<file path="config.mk">
export PLATFORM = sky130hd
export DESIGN_NAME = bank_router
export DESIGN_NICKNAME = d
export VERILOG_FILES = /design/src/bank_router.sv
export VERILOG_INCLUDE_DIRS = /design/src
export SDC_FILE = /design/constraint.sdc
export NUM_CORES = 1
export LEC_CHECK = 0
export BUFFER_PORTS_ARGS = -buffer_cell sky130_fd_sc_hd__clkbuf_2
export CORE_MARGIN = 2
export CORE_UTILIZATION = 25
export DETAILED_ROUTE_END_ITERATION = 10
export GPL_TIMING_DRIVEN = 0
export PLACE_DENSITY = 0.83
export SYNTH_ARGS = -nofsm -noshare
export SYNTH_HDL_FRONTEND = slang
export SYNTH_SLANG_ARGS = --single-unit
</file>
<file path="constraint.sdc">
create_clock -name clk -period 2.6 [get_ports clk]
set_clock_uncertainty 0.2 [all_clocks]
set_input_delay 0.39 -clock clk [delete_from_list [all_inputs] [get_ports clk]]
set_output_delay 0.39 -clock clk [all_outputs]
set_load 0.01 [all_outputs]
</file>
<file path="src/mem_defs.svh">
`ifndef MEM_DEFS_SVH
`define MEM_DEFS_SVH

// ##################################################
// Banked data memory geometry
// ##################################################

// Bank count, must stay a power of two
`define MEM_BANKS 4

// 32-bit words held by each bank
`define MEM_BANK_WORDS 256

// Start of the banked region
`define MEM_BASE 32'h8000_0000

// Region size in bytes
`define MEM_BYTES (`MEM_BANKS * `MEM_BANK_WORDS * 4)

`endif

</file>
<file path="src/bank_router.sv">
`timescale 1ns/1ps
`include "mem_defs.svh"

module bank_router (
    input  logic                  clk,
    input  logic                  rst,
    input  logic                  awvalid,
    input  logic [31:0]           awaddr,
    input  logic                  wvalid,
    input  logic                  arvalid,
    input  logic [31:0]           araddr,
    input  logic [`MEM_BANKS-1:0] bank_awready,
    input  logic [`MEM_BANKS-1:0] bank_wready,
    input  logic [`MEM_BANKS-1:0] bank_arready,
    input  logic                  bready,
    input  logic                  rready,
    output logic                  awready,
    output logic                  wready,
    output logic                  arready,
    output logic [`MEM_BANKS-1:0] bank_awvalid,
    output logic [`MEM_BANKS-1:0] bank_wvalid,
    output logic [`MEM_BANKS-1:0] bank_arvalid,
    output logic                  err_bvalid,
    output logic                  err_rvalid
);

    localparam int BANK_BITS = $clog2(`MEM_BANKS);
    localparam logic [`MEM_BANKS-1:0] BANK_ONE = 1;

    logic [31:0]          aw_off;
    logic [31:0]          ar_off;
    logic                 aw_hit;
    logic                 ar_hit;
    logic [BANK_BITS-1:0] aw_idx;
    logic [BANK_BITS-1:0] ar_idx;

    // Offsets wrap below the base, so one compare covers both bounds
    assign aw_off = awaddr - `MEM_BASE;
    assign ar_off = araddr - `MEM_BASE;
    assign aw_hit = (aw_off < `MEM_BYTES);
    assign ar_hit = (ar_off < `MEM_BYTES);
    assign aw_idx = awaddr[2 +: BANK_BITS];
    assign ar_idx = araddr[2 +: BANK_BITS];

    assign bank_awvalid = (awvalid && aw_hit) ? (BANK_ONE << aw_idx) : '0;
    assign bank_wvalid  = (wvalid && aw_hit) ? (BANK_ONE << aw_idx) : '0;
    assign bank_arvalid = (arvalid && ar_hit) ? (BANK_ONE << ar_idx) : '0;

    // Error slave takes aw and w together, like a bank
    assign awready = aw_hit ? bank_awready[aw_idx] : (wvalid && !err_bvalid);
    assign wready  = aw_hit ? bank_wready[aw_idx] : (awvalid && !err_bvalid);
    assign arready = ar_hit ? bank_arready[ar_idx] : !err_rvalid;

    // ##################################################
    // Decode error responses
    // ##################################################
    always_ff @(posedge clk or posedge rst) begin
        if (rst) begin
            err_bvalid <= 1'b0;
            err_rvalid <= 1'b0;
        end else begin
            if (awvalid && wvalid && !aw_hit && !err_bvalid) err_bvalid <= 1'b1;
            else if (err_bvalid && bready) err_bvalid <= 1'b0;
            if (arvalid && !ar_hit && !err_rvalid) err_rvalid <= 1'b1;
            else if (err_rvalid && rready) err_rvalid <= 1'b0;
        end
    end

endmodule

</file>
==> flow_summary.toml <==
[cts]
insertion_delay_ps = 230
cts_buffers = 3
clockBufferDepth = 2
cts_tree = "yes"
root_buffer = "clkbuf_4"
cts.repair.resized = 0
htree_levels = 1
path_clk_slew_ps = 30
cts_hold_buffers = 1
cts_setup_buffers = 0
cts_num_sinks = 2

[critical_path]
cp.required_ps = 2010
cpMostUsedCell = "clkbuf_2"
worst_path_largest_cell_delay_ps = 310
critical_path_peak_fanout = 9
startpoint_type = "input port"
path_buf_inv = 2
path_cells = "clkbuf_2 -> nor4_2 -> nand3_2 -> nor2_8 -> mux2_4 -> clkbuf_2"
crit_family = "simple AND/OR/NAND/NOR gates"
arrival_ps = 1610
cpMaxStageDelayCell = "mux2_4"
critical_path.endpoint_type = "output port"
path_class = "input port to output port"

[job]
drv_cap = 0

[place]
portBuffers = 77
dpl_cell_area_um2 = 891
dpl.hpwl_um = 1680
placed_cells_incl_taps = 153
gp_congestion = 0.732

[sta]
tightest_slew_ps = 382
slew_violations = 0
fmax_mhz = 454
grt_setup_unrepaired = "no"
whs_ps = 150
maxSlewHeadroom_pct = 74.5
fin_crit_ps = 2200
tns_ps = 0
setup_viol = 0
timing.final.crit_share_pct = 84.8
hold_viol = 0

[synth]
netlist_area_um2 = 474
ys_warn_count = 0
syn_avg_cell_area_um2 = 9.30
netlist.area_leader.share_pct = 14.2
ys_ff_latch = 2
syn_nets = 134
synth_cells = 51
yosysUniqueCellTypes = 22
ys_seq_area_share_pct = 10.6
yosys-top-cells-area = "mux4_2 (14%), dfrtp_1 (11%), nor4_1 (11%)"
synth_top_area_cell = "mux4_2"

[die]
start_util_pct = 26.9
dieWidth_um = 47.6
rows = 15
core_area_um2 = 1760
die-area_um2 = 2260
boundaryPins = 100
die_y_um = 47.6

[detailed_routing]
drt_iter0_markers = 8
ant_nets = 0
first_pass_iters = 4
wl_um = 1850
wl_per_cell_um = 11.8
via_count = 766
drc_errors = 0
viasPerCell = 4.88

[cells_and_area]
fill_cells = 213
post-route-util_pct = 52.3
stdcell_area_um2 = 923
area_growth_pct = 94.7
final_cells = 157
drive_above_1_share_pct = 70.5
nNetsFinal = 217
insertedDiodeCount = 0

[grt]
grt_use_total_pct = 17.4
antenna_found_initial = 0
first_global_vias = 684
grt_pass1_wl_um = 2700
grt_overflow_total = 0
grt_max_degree = 11

[run_status]
status = "completed"

[power_and_ir_drop]
cellPowerDensity_nw_per_um2 = 229
ir_drop_uv = 191
power_leakage_nw = 0.532

[min_path]
min_path_type = "input port to flip-flop"
==> cell type report <==
type / count / area [um^2] / area share (%)
multi-input combinational: 44 / 398 / 43.1
timing repair buffer: 78 / 395 / 42.8
sequential: 2 / 50.0 / 5.42
tap: 25 / 31.3 / 3.39
clock buffer: 3 / 22.5 / 2.44
buffer: 2 / 15.0 / 1.63
inverter: 3 / 11.3 / 1.22
==> metal layers <==
metal | wire [um] | track usage (%)
met1 | 552 | 16.7
met2 | 1100 | 33.0
met3 | 171 | 4.53
met4 | 19 | 10.3
met5 | 0 | 0
==> synth_stat cells, drive strengths merged <==
master	n
and4	3
nor4b	2
and4bb	2
nor4	11
mux2	3
nor2	3
o22ai	2
nand2	7
and3	1
buf	2
inv	3
nor2b	2
mux4	3
dfrtp	2
and4b	3
nand3	2
==> power breakdown <==
part	internal, mW	switching (mW)	leakage [nW]
Sequential	0.0354	0.00303	0.0246
Clock	0.0512	0.0204	0.0138
Combinational	0.0616	0.0402	0.493
Total	0.148	0.0636	0.532
==> cells in the final DEF, fill, tap and decap left out, drive strengths merged, types with 3 or more instances in the layout <==
master	Yosys	routed
mux4	3	3
nor2	3	3
mux2	3	3
nand2	7	7
clkbuf	0	80
and4	3	3
inv	3	3
nor4	11	11
and4b	3	3
==> kinds of logic (layout without fill, tap and decap cells) <==
group	after synthesis	in the layout	synth area share [%]
compound gates	2	2	2.64
simple gates	36	36	58.3
mux	6	6	23.0
flops	2	2	10.6
buf+inv	5	86	5.54
==> worst paths after layout <==
check	end	slack, ps	startpoint	cells after the start
setup / recovery	awready	400	awaddr[17]	6
hold / removal	err_rvalid	150	rready	2
setup reg to reg	err_bvalid	1580	err_bvalid	3
hold reg to reg	err_rvalid	370	err_rvalid	3
max in group asynchronous	err_rvalid	1750	rst	3
min in group asynchronous	err_bvalid	340	rst	3
==> stage by stage <==
stage	setup WS [ps]	total power, mW
finish	396	0.212
global route	265	0.235
CTS	391	0.220
detailed placement	391	0.141
global placement	399	0.137
floorplan	664	0.0775
==> flip-flops by register name, summed over array words and instances, names as in the netlist <==
register / count
err_bvalid: 1
err_rvalid: 1
Power figures use the tool's default switching activity.
