[src/mem_defs.svh]
`ifndef MEM_DEFS_SVH
`define MEM_DEFS_SVH

// ##################################################
// Banked data memory geometry
// ##################################################

// Bank count, must stay a power of two
`define MEM_BANKS 4

// 32-bit words held by each bank
`define MEM_BANK_WORDS 256

// Start of the banked region
`define MEM_BASE 32'h8000_0000

// Region size in bytes
`define MEM_BYTES (`MEM_BANKS * `MEM_BANK_WORDS * 4)

`endif

[src/mem_pkg.sv]
package mem_pkg;

    // Load/store unit states
    typedef enum logic [0:0] {
        IDLE,
        BUSY
    } lsu_state_e;

    // Memory operation from execute
    typedef enum logic [1:0] {
        OP_NONE,
        OP_LOAD,
        OP_STORE
    } mem_op_e;

    // Access width
    typedef enum logic [1:0] {
        W_BYTE,
        W_HALF,
        W_WORD
    } mem_width_e;

    // Response codes, AXI encoding
    typedef enum logic [1:0] {
        RESP_OKAY   = 2'b00,
        RESP_SLVERR = 2'b10,
        RESP_DECERR = 2'b11
    } resp_e;

endpackage

[src/lsu.sv]
`timescale 1ns/1ps

module lsu (
    input  logic                 clk,
    input  logic                 rst,
    input  logic                 exu_valid,
    input  logic                 wbu_ready,
    input  mem_pkg::mem_op_e     req_op,
    input  mem_pkg::mem_width_e  req_width,
    input  logic [31:0]          req_addr,
    input  logic [31:0]          req_wdata,
    output logic                 lsu_ready,
    output logic                 lsu_valid,
    output logic [31:0]          wb_addr,
    output logic [31:0]          wb_data,
    output logic                 access_fault,
    input  logic                 awready,
    output logic                 awvalid,
    output logic [31:0]          awaddr,
    input  logic                 wready,
    output logic                 wvalid,
    output logic [31:0]          wdata,
    output logic [3:0]           wstrb,
    input  logic                 bvalid,
    input  mem_pkg::resp_e       bresp,
    output logic                 bready,
    input  logic                 arready,
    output logic                 arvalid,
    output logic [31:0]          araddr,
    input  logic                 rvalid,
    input  mem_pkg::resp_e       rresp,
    input  logic [31:0]          rdata,
    output logic                 rready
);

    mem_pkg::lsu_state_e state_q;
    logic                take;
    logic                is_load;
    logic                is_store;
    logic [1:0]          offset;
    logic [31:0]         store_data;
    logic [3:0]          store_strb;

    assign lsu_ready = (state_q == mem_pkg::IDLE);
    assign take      = exu_valid && lsu_ready;
    assign is_load   = (req_op == mem_pkg::OP_LOAD);
    assign is_store  = (req_op == mem_pkg::OP_STORE);

    // Store data moved onto its byte lanes
    assign offset     = req_addr[1:0];
    assign store_data = req_wdata << {offset, 3'b000};

    always_comb begin
        case (req_width)
            mem_pkg::W_BYTE: store_strb = 4'b0001 << offset;
            mem_pkg::W_HALF: store_strb = 4'b0011 << offset;
            mem_pkg::W_WORD: store_strb = 4'b1111 << offset;
            default:         store_strb = 4'b0000;
        endcase
    end

    // ##################################################
    // Control FSM and channel valids
    // ##################################################
    always_ff @(posedge clk or posedge rst) begin
        if (rst) begin
            state_q      <= mem_pkg::IDLE;
            lsu_valid    <= 1'b0;
            access_fault <= 1'b0;
            awvalid      <= 1'b0;
            wvalid       <= 1'b0;
            bready       <= 1'b0;
            arvalid      <= 1'b0;
            rready       <= 1'b0;
        end else begin
            case (state_q)
                mem_pkg::IDLE: begin
                    if (take) begin
                        state_q <= mem_pkg::BUSY;
                        if (is_load) begin
                            arvalid <= 1'b1;
                            rready  <= 1'b1;
                        end else if (is_store) begin
                            awvalid <= 1'b1;
                            wvalid  <= 1'b1;
                            bready  <= 1'b1;
                        end else begin
                            // No memory access, result is ready next cycle
                            lsu_valid    <= 1'b1;
                            access_fault <= 1'b0;
                        end
                    end
                end
                mem_pkg::BUSY: begin
                    if (awvalid && awready) awvalid <= 1'b0;
                    if (wvalid && wready) wvalid <= 1'b0;
                    if (arvalid && arready) arvalid <= 1'b0;
                    if (bvalid && bready) begin
                        bready       <= 1'b0;
                        lsu_valid    <= 1'b1;
                        access_fault <= (bresp != mem_pkg::RESP_OKAY);
                    end
                    if (rvalid && rready) begin
                        rready       <= 1'b0;
                        lsu_valid    <= 1'b1;
                        access_fault <= (rresp != mem_pkg::RESP_OKAY);
                    end
                    // Result held until write-back takes it
                    if (lsu_valid && wbu_ready) begin
                        lsu_valid <= 1'b0;
                        state_q   <= mem_pkg::IDLE;
                    end
                end
                default: state_q <= mem_pkg::IDLE;
            endcase
        end
    end

    // Request and result payload
    always_ff @(posedge clk) begin
        if (take) begin
            wb_addr <= req_addr;
            awaddr  <= req_addr;
            araddr  <= req_addr;
            wdata   <= store_data;
            wstrb   <= store_strb;
            if (!is_load && !is_store) wb_data <= req_addr;
        end else if (bvalid && bready) begin
            wb_data <= 32'h0;
        end else if (rvalid && rready) begin
            wb_data <= rdata;
        end
    end

endmodule

[config.mk]
export PLATFORM = sky130hd
export DESIGN_NAME = lsu
export DESIGN_NICKNAME = d
export VERILOG_FILES = /design/src/mem_defs.svh /design/src/mem_pkg.sv /design/src/lsu.sv
export SDC_FILE = /design/constraint.sdc
export NUM_CORES = 1
export LEC_CHECK = 0
export BUFFER_PORTS_ARGS = -buffer_cell sky130_fd_sc_hd__buf_4
export CAP_MARGIN = 20
export CORE_AREA = 3 3 109 111
export DETAILED_ROUTE_END_ITERATION = 8
export DIE_AREA = 0 0 112 114
export PLACE_DENSITY = 0.89
export SLEW_MARGIN = 20
export SYNTH_ARGS = -nofsm -noshare
export SYNTH_HDL_FRONTEND = slang
export SYNTH_SLANG_ARGS = --single-unit
[constraint.sdc]
create_clock -name clk -period 7.3 [get_ports clk]
set_clock_uncertainty 0.2 [all_clocks]
set_input_delay 0.73 -clock clk [delete_from_list [all_inputs] [get_ports clk]]
set_output_delay 0.73 -clock clk [all_outputs]
set_load 0.02 [all_outputs]
==> flow_summary.json <==
{
  "status": "complete, no violations",
  "combPwrFrac_pct": 34.8,
  "clock_sinks": 108,
  "dp.cells": 687,
  "place.gp.congestion": 0.973,
  "rsz0062_at_grt": "false",
  "synth_flop_cell": "edfxtp_1",
  "drt-pass1-iter-count": 5,
  "cp-start-kind": "register",
  "cts_buffers": 9,
  "ys_ff_latch": 108,
  "drive_gt1_share_pct": 54.4,
  "port_buffers": 284,
  "yosys_warnings": 0,
  "seq_area_frac_synth_pct": 66.2,
  "overflow": 0,
  "clkSlewWorstSetupHoldPaths_ns": 0.10,
  "synthArstFlopShare_pct": 7.41,
  "fin_cells": 703,
  "intPower_mw": 1.26,
  "setup_viol": 0,
  "synth_area_per_cell_um2": 14.2,
  "synth_top_area_cell": "edfxtp_1",
  "endpoint_kind": "register",
  "p_per_area_mw_per_mm2": 281,
  "worstSetupPathType": "reg -> reg",
  "rr_worst_depth": 6,
  "final_area_mm2": 0.00676,
  "cts.path.max_buffers": 2,
  "place_area_mm2": 0.00657,
  "initial_core_util_pct": 44.4,
  "antenna_found_initial": 0,
  "synth_area_leaders": "edfxtp_1 (62%), buf_4 (11%), a22o_1 (6.0%), dfrtp_1 (4.1%), mux2i_1 (3.5%)",
  "grt_pass1_wl_um": 19000,
  "synth_edf_count": 100,
  "tns_ns": 0,
  "synth_top_area_share_pct": 62.0,
  "syn2layout_area_growth_pct": 39.7,
  "p_clk_share_pct": 18.6,
  "root_buffer": "clkbuf_8",
  "p_leak_nw": 3.03,
  "maxCapViolations": 0,
  "vias": 3548,
  "vdd_drop_max_mv": 0.166,
  "fillers": 831,
  "num_antenna_cells": 0,
  "syn_nets": 459,
  "yosys-top-cells-count": "edfxtp_1 (100), buf_4 (69), a22o_1 (33)",
  "period_needed_ns": 2.81,
  "p_switching_uw": 642,
  "finalMaxSlewViolations": 0,
  "grt_usage_pct": 19.1,
  "critPathRequiredTime_ns": 7.20,
  "drt-total-wl_um": 12900,
  "cts.repair.resized": 0,
  "netlist_instances": 342,
  "htreeDepth": 3,
  "core_region_area_mm2": 0.0109,
  "ant_nets": 0,
  "critical_path_arrival_ns": 2.71,
  "core.rowCount": 38,
  "nets": 675,
  "die_w_um": 112,
  "ctsHoldBuffers": 0,
  "syn_area_mm2": 0.00484,
  "clk_latency_ns": 0.35,
  "viasPerCell": 5.05,
  "tightest_slew_ns": 0.919,
  "grt_max_degree": 58,
  "drt-wirelength-per-cell_um": 18.4,
  "sequentialPowerShare_pct": 46.7,
  "design.die.area_mm2": 0.0128,
  "hold_class": "in -> async",
  "die_y_um": 114,
  "max-slew-margin-rel_pct": 38.6,
  "grt_pass1_vias": 3537,
  "r2r_start": "state_q$_DFF_PP0_",
  "drtIter0Drc": 212,
  "r2r-end": "wb_data[27]$_DFFE_PP_",
  "synth.distinct_cells": 26,
  "boundaryPins": 285,
  "period_share_pct": 38.5,
  "synth_most_common_cell": "edfxtp_1",
  "design_power_total_mw": 1.90,
  "cts_setup_buffers": 0,
  "swShare_pct": 33.8,
  "hold_viol_final": 0,
  "hpwlAfterDp_um": 10000,
  "max_freq_mhz": 355,
  "drc_errors": 0,
  "regToRegSetupSlack_ns": 4.49,
  "path_max_fanout": 57,
  "cts_tree": "built"
}
-- layer usage --
metal / share of wire [%] / vias up / track usage [%]
met4: 3.1 / 0 / 8.89
met3: 8.6 / 31 / 5.31
met1: 35 / 1691 / 21.2
met2: 53 / 198 / 34.0
met5: 0 / - / 0
li1: - / 1628 / -
-- registers in the layout (all words and copies together) (netlist names), 4 cells and up --
register	flops
wdata	32
wstrb	4
araddr	32
wb_data	32
-- cells in the final DEF, fill, tap and decap left out, types with 3 or more instances in the layout --
master / count
mux2i_1: 17
ha_1: 4
buf_4: 286
nor2_1: 20
a21oi_1: 17
a22o_1: 33
nand2_1: 10
o21ai_0: 8
and2_1: 8
inv_1: 6
clkinv_2: 3
dfrtp_1: 8
nor2b_1: 9
a211oi_1: 9
clkbuf_8: 9
edfxtp_1: 100
-- logic make-up (layout without fill, tap and decap cells) --
logic type / after synthesis / after routing / synth area share [%]
DFF: 108 / 108 / 66.2
buffers and inverters: 88 / 309 / 13.0
AOI/OAI and AO/OA: 72 / 72 / 10.8
and+or+nand+nor: 53 / 53 / 5.48
muxes: 17 / 17 / 3.52
adders and majority gates: 4 / 4 / 1.03
-- power by group through the flow --
stage / clock network [mW] / registers [mW] / logic (mW)
2_1_floorplan: 0 / 1.01 / 0.296
3_3_place_gp: 0 / 0.897 / 0.652
3_5_place_dp: 0 / 0.901 / 0.666
4_1_cts: 0.360 / 0.888 / 0.667
5_1_grt: 0.388 / 0.900 / 0.697
6_report: 0.353 / 0.887 / 0.660
-- metrics by stage --
stage / setup slack, ns / util (%) / hold WS [ns]
global placement: 4.37 / 60.3 / 0.323
CTS: 4.49 / 62.1 / 0.0973
detailed placement: 4.28 / 60.3 / 0.326
finish: 4.49 / 62.1 / 0.112
global route: 4.32 / 62.1 / 0.111
floorplan: 3.84 / - / 0.346
-- area by class of cell --
class	instances	area (um2)	area share, %
Tap cell	140	175	2.59
Inverter	7	28.8	0.426
Multi-Input combinational cell	146	1020	15.0
Sequential cell	108	3200	47.4
Clock buffer	10	128	1.89
Clock inverter	6	62.6	0.925
Timing Repair Buffer	286	2150	31.8
-- how the worst max path moves through the flow --
stage                       from               endpoint  slack, ns  cells past startpoint
4_1_cts        state_q$_DFF_PP0_  wb_data[30]$_DFFE_PP_       4.49                      6
2_1_floorplan          exu_valid   wb_data[0]$_DFFE_PP_       3.84                      6
5_1_grt        state_q$_DFF_PP0_  wb_data[24]$_DFFE_PP_       4.32                      6
6_report       state_q$_DFF_PP0_  wb_data[27]$_DFFE_PP_       4.49                      6
3_3_place_gp           exu_valid  wb_data[26]$_DFFE_PP_       4.37                      7
3_5_place_dp           exu_valid  wb_data[30]$_DFFE_PP_       4.28                      7
-- worst max-delay path, stage by stage, from the launching register on --
cell      delay [ns]
dfrtp_1         0.50
nand2b_4        0.21
inv_4           0.44
buf_4           0.60
a21oi_2         0.04
buf_4           0.27
a22o_1          0.22
No activity file was read; power rests on OpenSTA's default activity.
