$ cat src/mem_defs.svh
`ifndef MEM_DEFS_SVH
`define MEM_DEFS_SVH

// ##################################################
// Banked data memory geometry
// ##################################################

// Bank count, must stay a power of two
`define MEM_BANKS 4

// 32-bit words held by each bank
`define MEM_BANK_WORDS 256

// Start of the banked region
`define MEM_BASE 32'h8000_0000

// Region size in bytes
`define MEM_BYTES (`MEM_BANKS * `MEM_BANK_WORDS * 4)

`endif

$ cat src/mem_pkg.sv
package mem_pkg;

    // Load/store unit states
    typedef enum logic [0:0] {
        IDLE,
        BUSY
    } lsu_state_e;

    // Memory operation from execute
    typedef enum logic [1:0] {
        OP_NONE,
        OP_LOAD,
        OP_STORE
    } mem_op_e;

    // Access width
    typedef enum logic [1:0] {
        W_BYTE,
        W_HALF,
        W_WORD
    } mem_width_e;

    // Response codes, AXI encoding
    typedef enum logic [1:0] {
        RESP_OKAY   = 2'b00,
        RESP_SLVERR = 2'b10,
        RESP_DECERR = 2'b11
    } resp_e;

endpackage

$ cat src/resp_merge.sv
`timescale 1ns/1ps
`include "mem_defs.svh"

module resp_merge (
    input  logic [`MEM_BANKS-1:0]    bank_bvalid,
    input  logic [2*`MEM_BANKS-1:0]  bank_bresp,
    input  logic [`MEM_BANKS-1:0]    bank_rvalid,
    input  logic [2*`MEM_BANKS-1:0]  bank_rresp,
    input  logic [32*`MEM_BANKS-1:0] bank_rdata,
    input  logic                     err_bvalid,
    input  logic                     err_rvalid,
    output logic                     bvalid,
    output mem_pkg::resp_e           bresp,
    output logic                     rvalid,
    output mem_pkg::resp_e           rresp,
    output logic [31:0]              rdata
);

    logic [1:0]  b_code;
    logic [1:0]  r_code;
    logic [31:0] r_word;

    assign bvalid = (|bank_bvalid) || err_bvalid;
    assign rvalid = (|bank_rvalid) || err_rvalid;

    // AND-OR mux, at most one source is active
    always_comb begin
        b_code = 2'b00;
        r_code = 2'b00;
        r_word = 32'h0;
        for (int i = 0; i < `MEM_BANKS; i++) begin
            b_code = b_code | ({2{bank_bvalid[i]}} & bank_bresp[2*i +: 2]);
            r_code = r_code | ({2{bank_rvalid[i]}} & bank_rresp[2*i +: 2]);
            r_word = r_word | ({32{bank_rvalid[i]}} & bank_rdata[32*i +: 32]);
        end
        // Decode error carries no data
        if (err_bvalid) b_code = b_code | mem_pkg::RESP_DECERR;
        if (err_rvalid) r_code = r_code | mem_pkg::RESP_DECERR;
    end

    assign bresp = mem_pkg::resp_e'(b_code);
    assign rresp = mem_pkg::resp_e'(r_code);
    assign rdata = r_word;

endmodule

$ cat config.mk
export PLATFORM = sky130hd
export DESIGN_NAME = resp_merge
export DESIGN_NICKNAME = d
export VERILOG_FILES = /design/src/mem_pkg.sv /design/src/resp_merge.sv
export VERILOG_INCLUDE_DIRS = /design/src
export SDC_FILE = /design/constraint.sdc
export NUM_CORES = 1
export LEC_CHECK = 0
export BUFFER_PORTS_ARGS = -buffer_cell sky130_fd_sc_hd__buf_2
export CAP_MARGIN = 30
export CORE_AREA = 2 2 75 77
export DETAILED_ROUTE_END_ITERATION = 10
export DIE_AREA = 0 0 77 79
export RECOVER_POWER = 50
export SLEW_MARGIN = 0
export SYNTH_ARGS = -nofsm -noshare
export SYNTH_HDL_FRONTEND = slang
export SYNTH_SLANG_ARGS = --single-unit
$ cat constraint.sdc
create_clock -name vclk -period 0.8
set_input_delay 0.08 -clock vclk [all_inputs]
set_output_delay 0.08 -clock vclk [all_outputs]
set_load 0.005 [all_outputs]
==> results of run 1 <==
==> worst max-delay path, cell delays in order <==
cell and delay, ns:
buf_12 0.13, buf_16 0.15, a22oi_2 0.17, nand2_1 0.07, buf_2 0.12
==> cell usage after synthesis <==
master     n  share of area (%)
a21oi_1    4                2.4
a222oi_1   4                4.7
a22oi_1   64                 57
buf_2      6                3.6
buf_6     10                 13
nand2_1   38                 17
nor2_1     2               0.89
nor3_1     2                1.2
==> where the power goes <==
part | internal (mW) | switching, mW
combinational | 0.851 | 0.586
clock | 0 | 0
sequential | 0 | 0
total | 0.851 | 0.586
==> cell type report <==
cell class | instances | area, um2
Multi-Input combinational cell | 114 | 986
Tap cell | 72 | 90.1
Fill cell | 533 | 2790
Timing Repair Buffer | 217 | 1470
==> what timing repair did <==
| item | in CTS | in global routing |
|---|---|---|
| cloned | 6 | 2 |
| setup endpoints to repair | 36 | 36 |
| hold buffers | 0 | 0 |
| gates resized for setup | 64 | 27 |
| pin swaps | 7 | 13 |
==> worst paths after layout <==
path	startpoint	endpoint	cells past startpoint
max	bank_rvalid[2]	rdata[13]	5
min	bank_bresp[0]	bresp[0]	4
==> per-stage QoR <==
stage / hold slack (ns) / util (%)
after floorplan: 0.234 / -
after global placement: 0.429 / 36.1
after detailed placement: 0.431 / 36.1
after CTS: 0.423 / 44.4
after global routing: 0.439 / 47.7
final: 0.424 / 47.7
==> metal layers <==
| metal | vias up | GRT usage, % | part of all wire [%] |
|---|---|---|---|
| met5 | - | 0 | 0 |
| met4 | 0 | 0 | 0.39 |
| met3 | 2 | 1.70 | 7.0 |
| met2 | 107 | 37.5 | 56 |
| met1 | 934 | 19.5 | 37 |
| li1 | 939 | - | - |
==> kinds of logic after synthesis <==
kind of cell / synth area share [%]
AO/OA/AOI/OAI: 64.1
AND/OR/NAND/NOR: 19.0
buffers and inverters: 16.9
==> summary.md, run 1 <==
The logs give 0 for the warning count from the yosys run and 0 for the number of antenna violations at the first check in global routing. The run gives 0 as the number of antenna repair diodes. The floorplan has 27 rows. Setup repair after global routing could not meet its margin everywhere. The run gives 0 as the number of slew-limit violations in the final report. Global routing used 17.5% of the available tracks.

The final critical delay including setup and external delays was 0.817 ns. For this block, the routed nets add up to 6200 um of wire. The final critical path takes up 102% of the cycle. Along the worst path, the maximum fanout reaches 10. The wire length of the first global-routing pass is 8800 um. For the required time of the critical path, the log shows 0.72 ns. The run gives -0.0172 ns as the post-route worst setup slack.

For the overall via count from detail_route, the log shows 1,982. The standard cell core area was 5340 um2; the part of the Yosys area used for sequential elements was 0%. The post-placement cell count was 395; the die outline height was 79 um.

The tools report the number of global-route vias before repair as 1,859. The run finished, with violations left. The peak ir drop on the vdd network was 266 uV; the mean number of vias per cell was 4.92. The completed layout was analyzed and its total power is 1.44 mW. The transition time at the pin with the least slew margin was 0.272 ns; the DRC violation count after routing was 0. The first detailed-routing pass took 4 iterations. The summed negative setup slack over all endpoints was -0.0546 ns; the number of library cell types mapped by synthesis was 8.

The checks that failed: setup timing. The worst hold path belongs to the class in2out. Summed over all nets, the half-perimeter wirelength after detailed placement is 4260 um.

Each instance of the synthesized netlist takes up on average 6.49 um2. The post-route netlist has 82.5% of its cells at a drive strength greater than 1. The pin count of the biggest net entering global routing was 15. Sequential cells placed in the final layout were counted as 0. At the end of routability-driven placement, the weighted congestion stood at 0.862.

The number of nets at the end of the flow is 487. The most common cell after layout, fill and taps aside was buf_2. Synthesis produced a netlist with a net count of 284. The count of cells in the finished layout, fillers not included, comes to 403. The clock buffer instance count of the final layout is 0, and the number of top-level pins is 192.

The kind of launch point of the worst setup path is a primary input. The tools report the final instance area as 2540 um2. Setup violations remaining at the end of the flow were counted as 5.

Synthesis-to-finish area growth: 202%. In this run the remaining antenna-violating nets after routing total 0. For the final count of hold timing violations, the log shows 0. The die covers 6080 um2. STA puts the critical path data arrival time at 0.74 ns. The post-place instance area came out at 1930 um2. In this run the cell area of the synthesized design comes to 843 um2. The die span in x is 77 um, and the power per unit of standard cell area is 565 nW/um2. The run gives 81.9% as the headroom to the max-slew limit. Synthesis produced 130 cells. The top cell types in the final layout, fill and taps aside, are buf_2 (183), a22oi_2 (56), nand2_1 (38), buf_6 (12).

For this configuration, the core starts out at a cell density of 15.8%. After the first detailed-routing iteration, the DRC count stood at 55. For the total congestion overflow, the log shows 0. For this run, the top clock speed supported by timing is 1.22 GHz. The critical setup path kind is in2out. Summed over all cells, the static leakage comes to 1.26 nW. Summing all flip-flop and latch instances after layout gives 0 um2. The average detailed-routed wire length per instance came out at 15.4 um. The critical path capture point type was an output pin.

During placement, the flow inserted port buffers numbering 192. Prior to clock tree synthesis, the placed netlist has a worst setup slack of -0.128 ns. Across the run, the number of max-cap violations was 0. In this run the post-CTS setup repair buffer count came out at 0.
Note: power is estimated with default switching activity, not from simulation.
==> inputs of run 2 (changes only) <==
--- a/config.mk
+++ b/config.mk
@@ -8,9 +8,10 @@
 export LEC_CHECK = 0
 export BUFFER_PORTS_ARGS = -buffer_cell sky130_fd_sc_hd__buf_2
 export CAP_MARGIN = 30
-export CORE_AREA = 2 2 75 77
+export CORE_AREA = 3 3 74 76
 export DETAILED_ROUTE_END_ITERATION = 10
 export DIE_AREA = 0 0 77 79
+export PLACE_DENSITY = 0.65
 export RECOVER_POWER = 50
 export SLEW_MARGIN = 0
 export SYNTH_ARGS = -nofsm -noshare
==> run 2 against run 1 <==
The run still ends with setup timing left. Total power rose by 2.2%. Critical path type unchanged. Flip-flop and latch count stayed put. Via count rose by 0.66%. Highest routed layer unchanged. Largest cell class unchanged.
==> summary.md, run 2 (same netlist as run 1, synthesis figures left out) <==
The tools report the standard cell core area as 4790 um2 (-10%). Traced cell by cell, the critical path runs through buf_8 > a222oi_1 > nand2_1 > buf_2. The average detailed-routed wire length per instance is 16.9 um (+9.6%). The tools report the sequential cell area as 0 um2 (unchanged).

The tools report the combinational cell fraction of total power as 100.0% (about the same). The run gives 6750 um (+8.8%) as the total wirelength of the detailed-routed design. The number of top-level pins is 192 (unchanged), and the peak per-stage delay on the critical path is 0.40 ns (+0.23 ns). The run gives 2.95% (+1.2 points) as the global-route met3 utilization.

The power per unit of standard cell area was 565 nW/um2 (about the same); the maximum fanout encountered on the critical timing path was 3 (-7). The area of the die is 6080 um2 (unchanged), and the required time of the critical path is 0.72 ns (about the same). The number of buffers added on ports works out to 192 (unchanged). Leaving out fill and tap cells, the most frequent cell in the layout is buf_2. The run finished, with violations left.

The summed negative setup slack over all endpoints was -0.139 ns (-0.0842 ns); the share of post-route cells with drive strength above 1 was 83.2% (+0.71 points). The highest achievable clock rate is 1.14 GHz (-7.0%). The die outline height is 79 um (unchanged). The mean number of vias per cell was 4.99 (+1.4%); the total number of placement rows was 25 (-7.4%). The combined area of the multi-input logic cells was 997 um2 (+1.1%). The initial cell density of the core is 17.6% (+1.8 points). The fraction of the core area covered by cells at the end of the flow is 54.3% (+6.6 points), and the overall via count from detail_route is 1,995 (+0.66%). Remaining antenna violation count after routing: 0 (unchanged). Kind of launch point of the worst setup path: a primary input. Number of buffers inserted for hold repair after clock tree synthesis: 0 (unchanged). The critical path capture point type was an output pin.

The logs give 75.3% (-6.6 points) for the headroom to the max-slew limit and 0.848 (-1.6%) for the global placer's final weighted congestion. The number of global-route vias before repair was 1,888 (+1.6%); the synthesis-to-finish area growth was 208%. Setup repair after global routing could not meet its margin everywhere. The die span in x came out at 77 um (unchanged).

Among cell families on the critical path, the largest total delay comes from compound AO/OA/AOI/OAI gates. The transition time at the pin with the least slew margin came out at 0.371 ns (+0.0987 ns). The tools report the wire length of the first global-routing pass as 9110 um (+3.5%). The tools report the sum of net half-perimeters after detailed placement as 4470 um (+4.8%). Pin count of the biggest net entering global routing: 12 (-3). Number of setup violations in the final report: 5 (unchanged).

The final sequential cell count was 0 (unchanged). The final count of hold timing violations is 0 (unchanged). The number of slew-limit violations in the final report came out at 0 (unchanged). The final critical delay including setup and external delays works out to 0.879 ns (+0.0620 ns). The worst setup path is of the in2out kind. The logs give 0% (unchanged) for the proportion of power drawn by the clock network and 0.875 mW (+2.9%) for the internal portion of total power. The fraction of met1 tracks used by global routing is 20.5% (+0.96 points). The global routing's busiest layer is met2.

The number of nets at the end of the flow is 489 (+0.41%), and the final worst-path cycle share is 110% (+7.7 points). The tools report the number of violations reported at the end of detailed-routing iteration 0 as 49 (-11%). The final reports fail on setup timing. The switching share of power works out to 40.4% (-0.37 points). The post-placement worst setup slack came out at -0.0885 ns (+0.0394 ns).

The run gives 0 (unchanged) as the number of antenna violations at the first check in global routing. In the layout the commonest cells are buf_2 (184), a22oi_2 (56), nand2_1 (38), buf_12 (9). The tools report the peak ir drop on the vdd network as 253 uV (-4.9%). The net load switching power came out at 0.594 mW (+1.3%).

Post-route worst setup slack: -0.0792 ns (-0.0620 ns). The run gives 1.29 nW (+2.4%) as the leakage power summed over all cells. The buffer and inverter count on the worst path was 2 (-1); the number of fill cells was 458 (-14%).

The tools report the number of antenna repair diodes as 0 (unchanged). The worst hold path belongs to the class in2out. For the detailed-routing iteration count for the pre-antenna-repair pass, the log shows 4 (unchanged). The fraction of power consumed by sequential logic is 0% (unchanged), and the overall routing resource usage is 17.7% (+0.22 points). The clock buffer instance count of the final layout is 0 (unchanged), and the total congestion overflow is 0 (unchanged). DRC violation count after routing: 0 (unchanged). The slowest stage of the critical path is the a222oi_1 cell.

The run gives 0.80 ns (+0.06 ns) as the arrival time at the worst endpoint. The logs give 36.0% (-1.5 points) for the met2 routing resource usage after global routing and 0 (unchanged) for the max-cap check violation count.
==> run 2: per-stage QoR <==
step           std cells  area [um2]  hold slack, ns  power, mW
6_report             400        2600           0.431       1.47
5_1_grt              400        2600           0.443       1.58
4_1_cts              391        2220           0.428       1.23
3_5_place_dp         385        1910           0.434       1.03
3_3_place_gp         385        1910           0.431       1.01
2_1_floorplan        130         843           0.234      0.417
==> run 2: routing by layer <==
layer	vias to the layer above	wire length [um]
met2	115	3760
met1	938	2400
met4	0	44
li1	936	-
met5	-	0
met3	6	544
==> run 2: what timing repair did <==
item,in CTS,in global routing
hold endpoints to repair,0,0
pin swaps,6,24
gates cloned,5,6
buffers inserted,1,3
resized for setup,46,45
endpoints found under the setup margin,36,35
==> run 2: cell type report <==
| type | instances | area share, % |
|---|---|---|
| Timing Repair Buffer | 219 | 58.4 |
| Multi-Input combinational cell | 114 | 38.4 |
| Tap cell | 67 | 3.23 |
==> run 2: worst min-delay path, stage by stage <==
cell     delay, ns
buf_2         0.08
a22oi_2       0.04
nand2_1       0.05
buf_2         0.10
==> run 2: path summary, 6_finish.rpt <==
path / slack, ns / to / start / cells after the start
min: 0.43 / rdata[10] / bank_rdata[106] / 4
max: -0.08 / bresp[1] / bank_bvalid[0] / 4
==> run 2: power groups by stage <==
| stage | Clock, mW | Sequential (mW) | Combinational (mW) |
|---|---|---|---|
| 6_report | 0 | 0 | 1.47 |
| 5_1_grt | 0 | 0 | 1.58 |
| 4_1_cts | 0 | 0 | 1.23 |
| 3_5_place_dp | 0 | 0 | 1.03 |
| 3_3_place_gp | 0 | 0 | 1.01 |
| 2_1_floorplan | 0 | 0 | 0.417 |
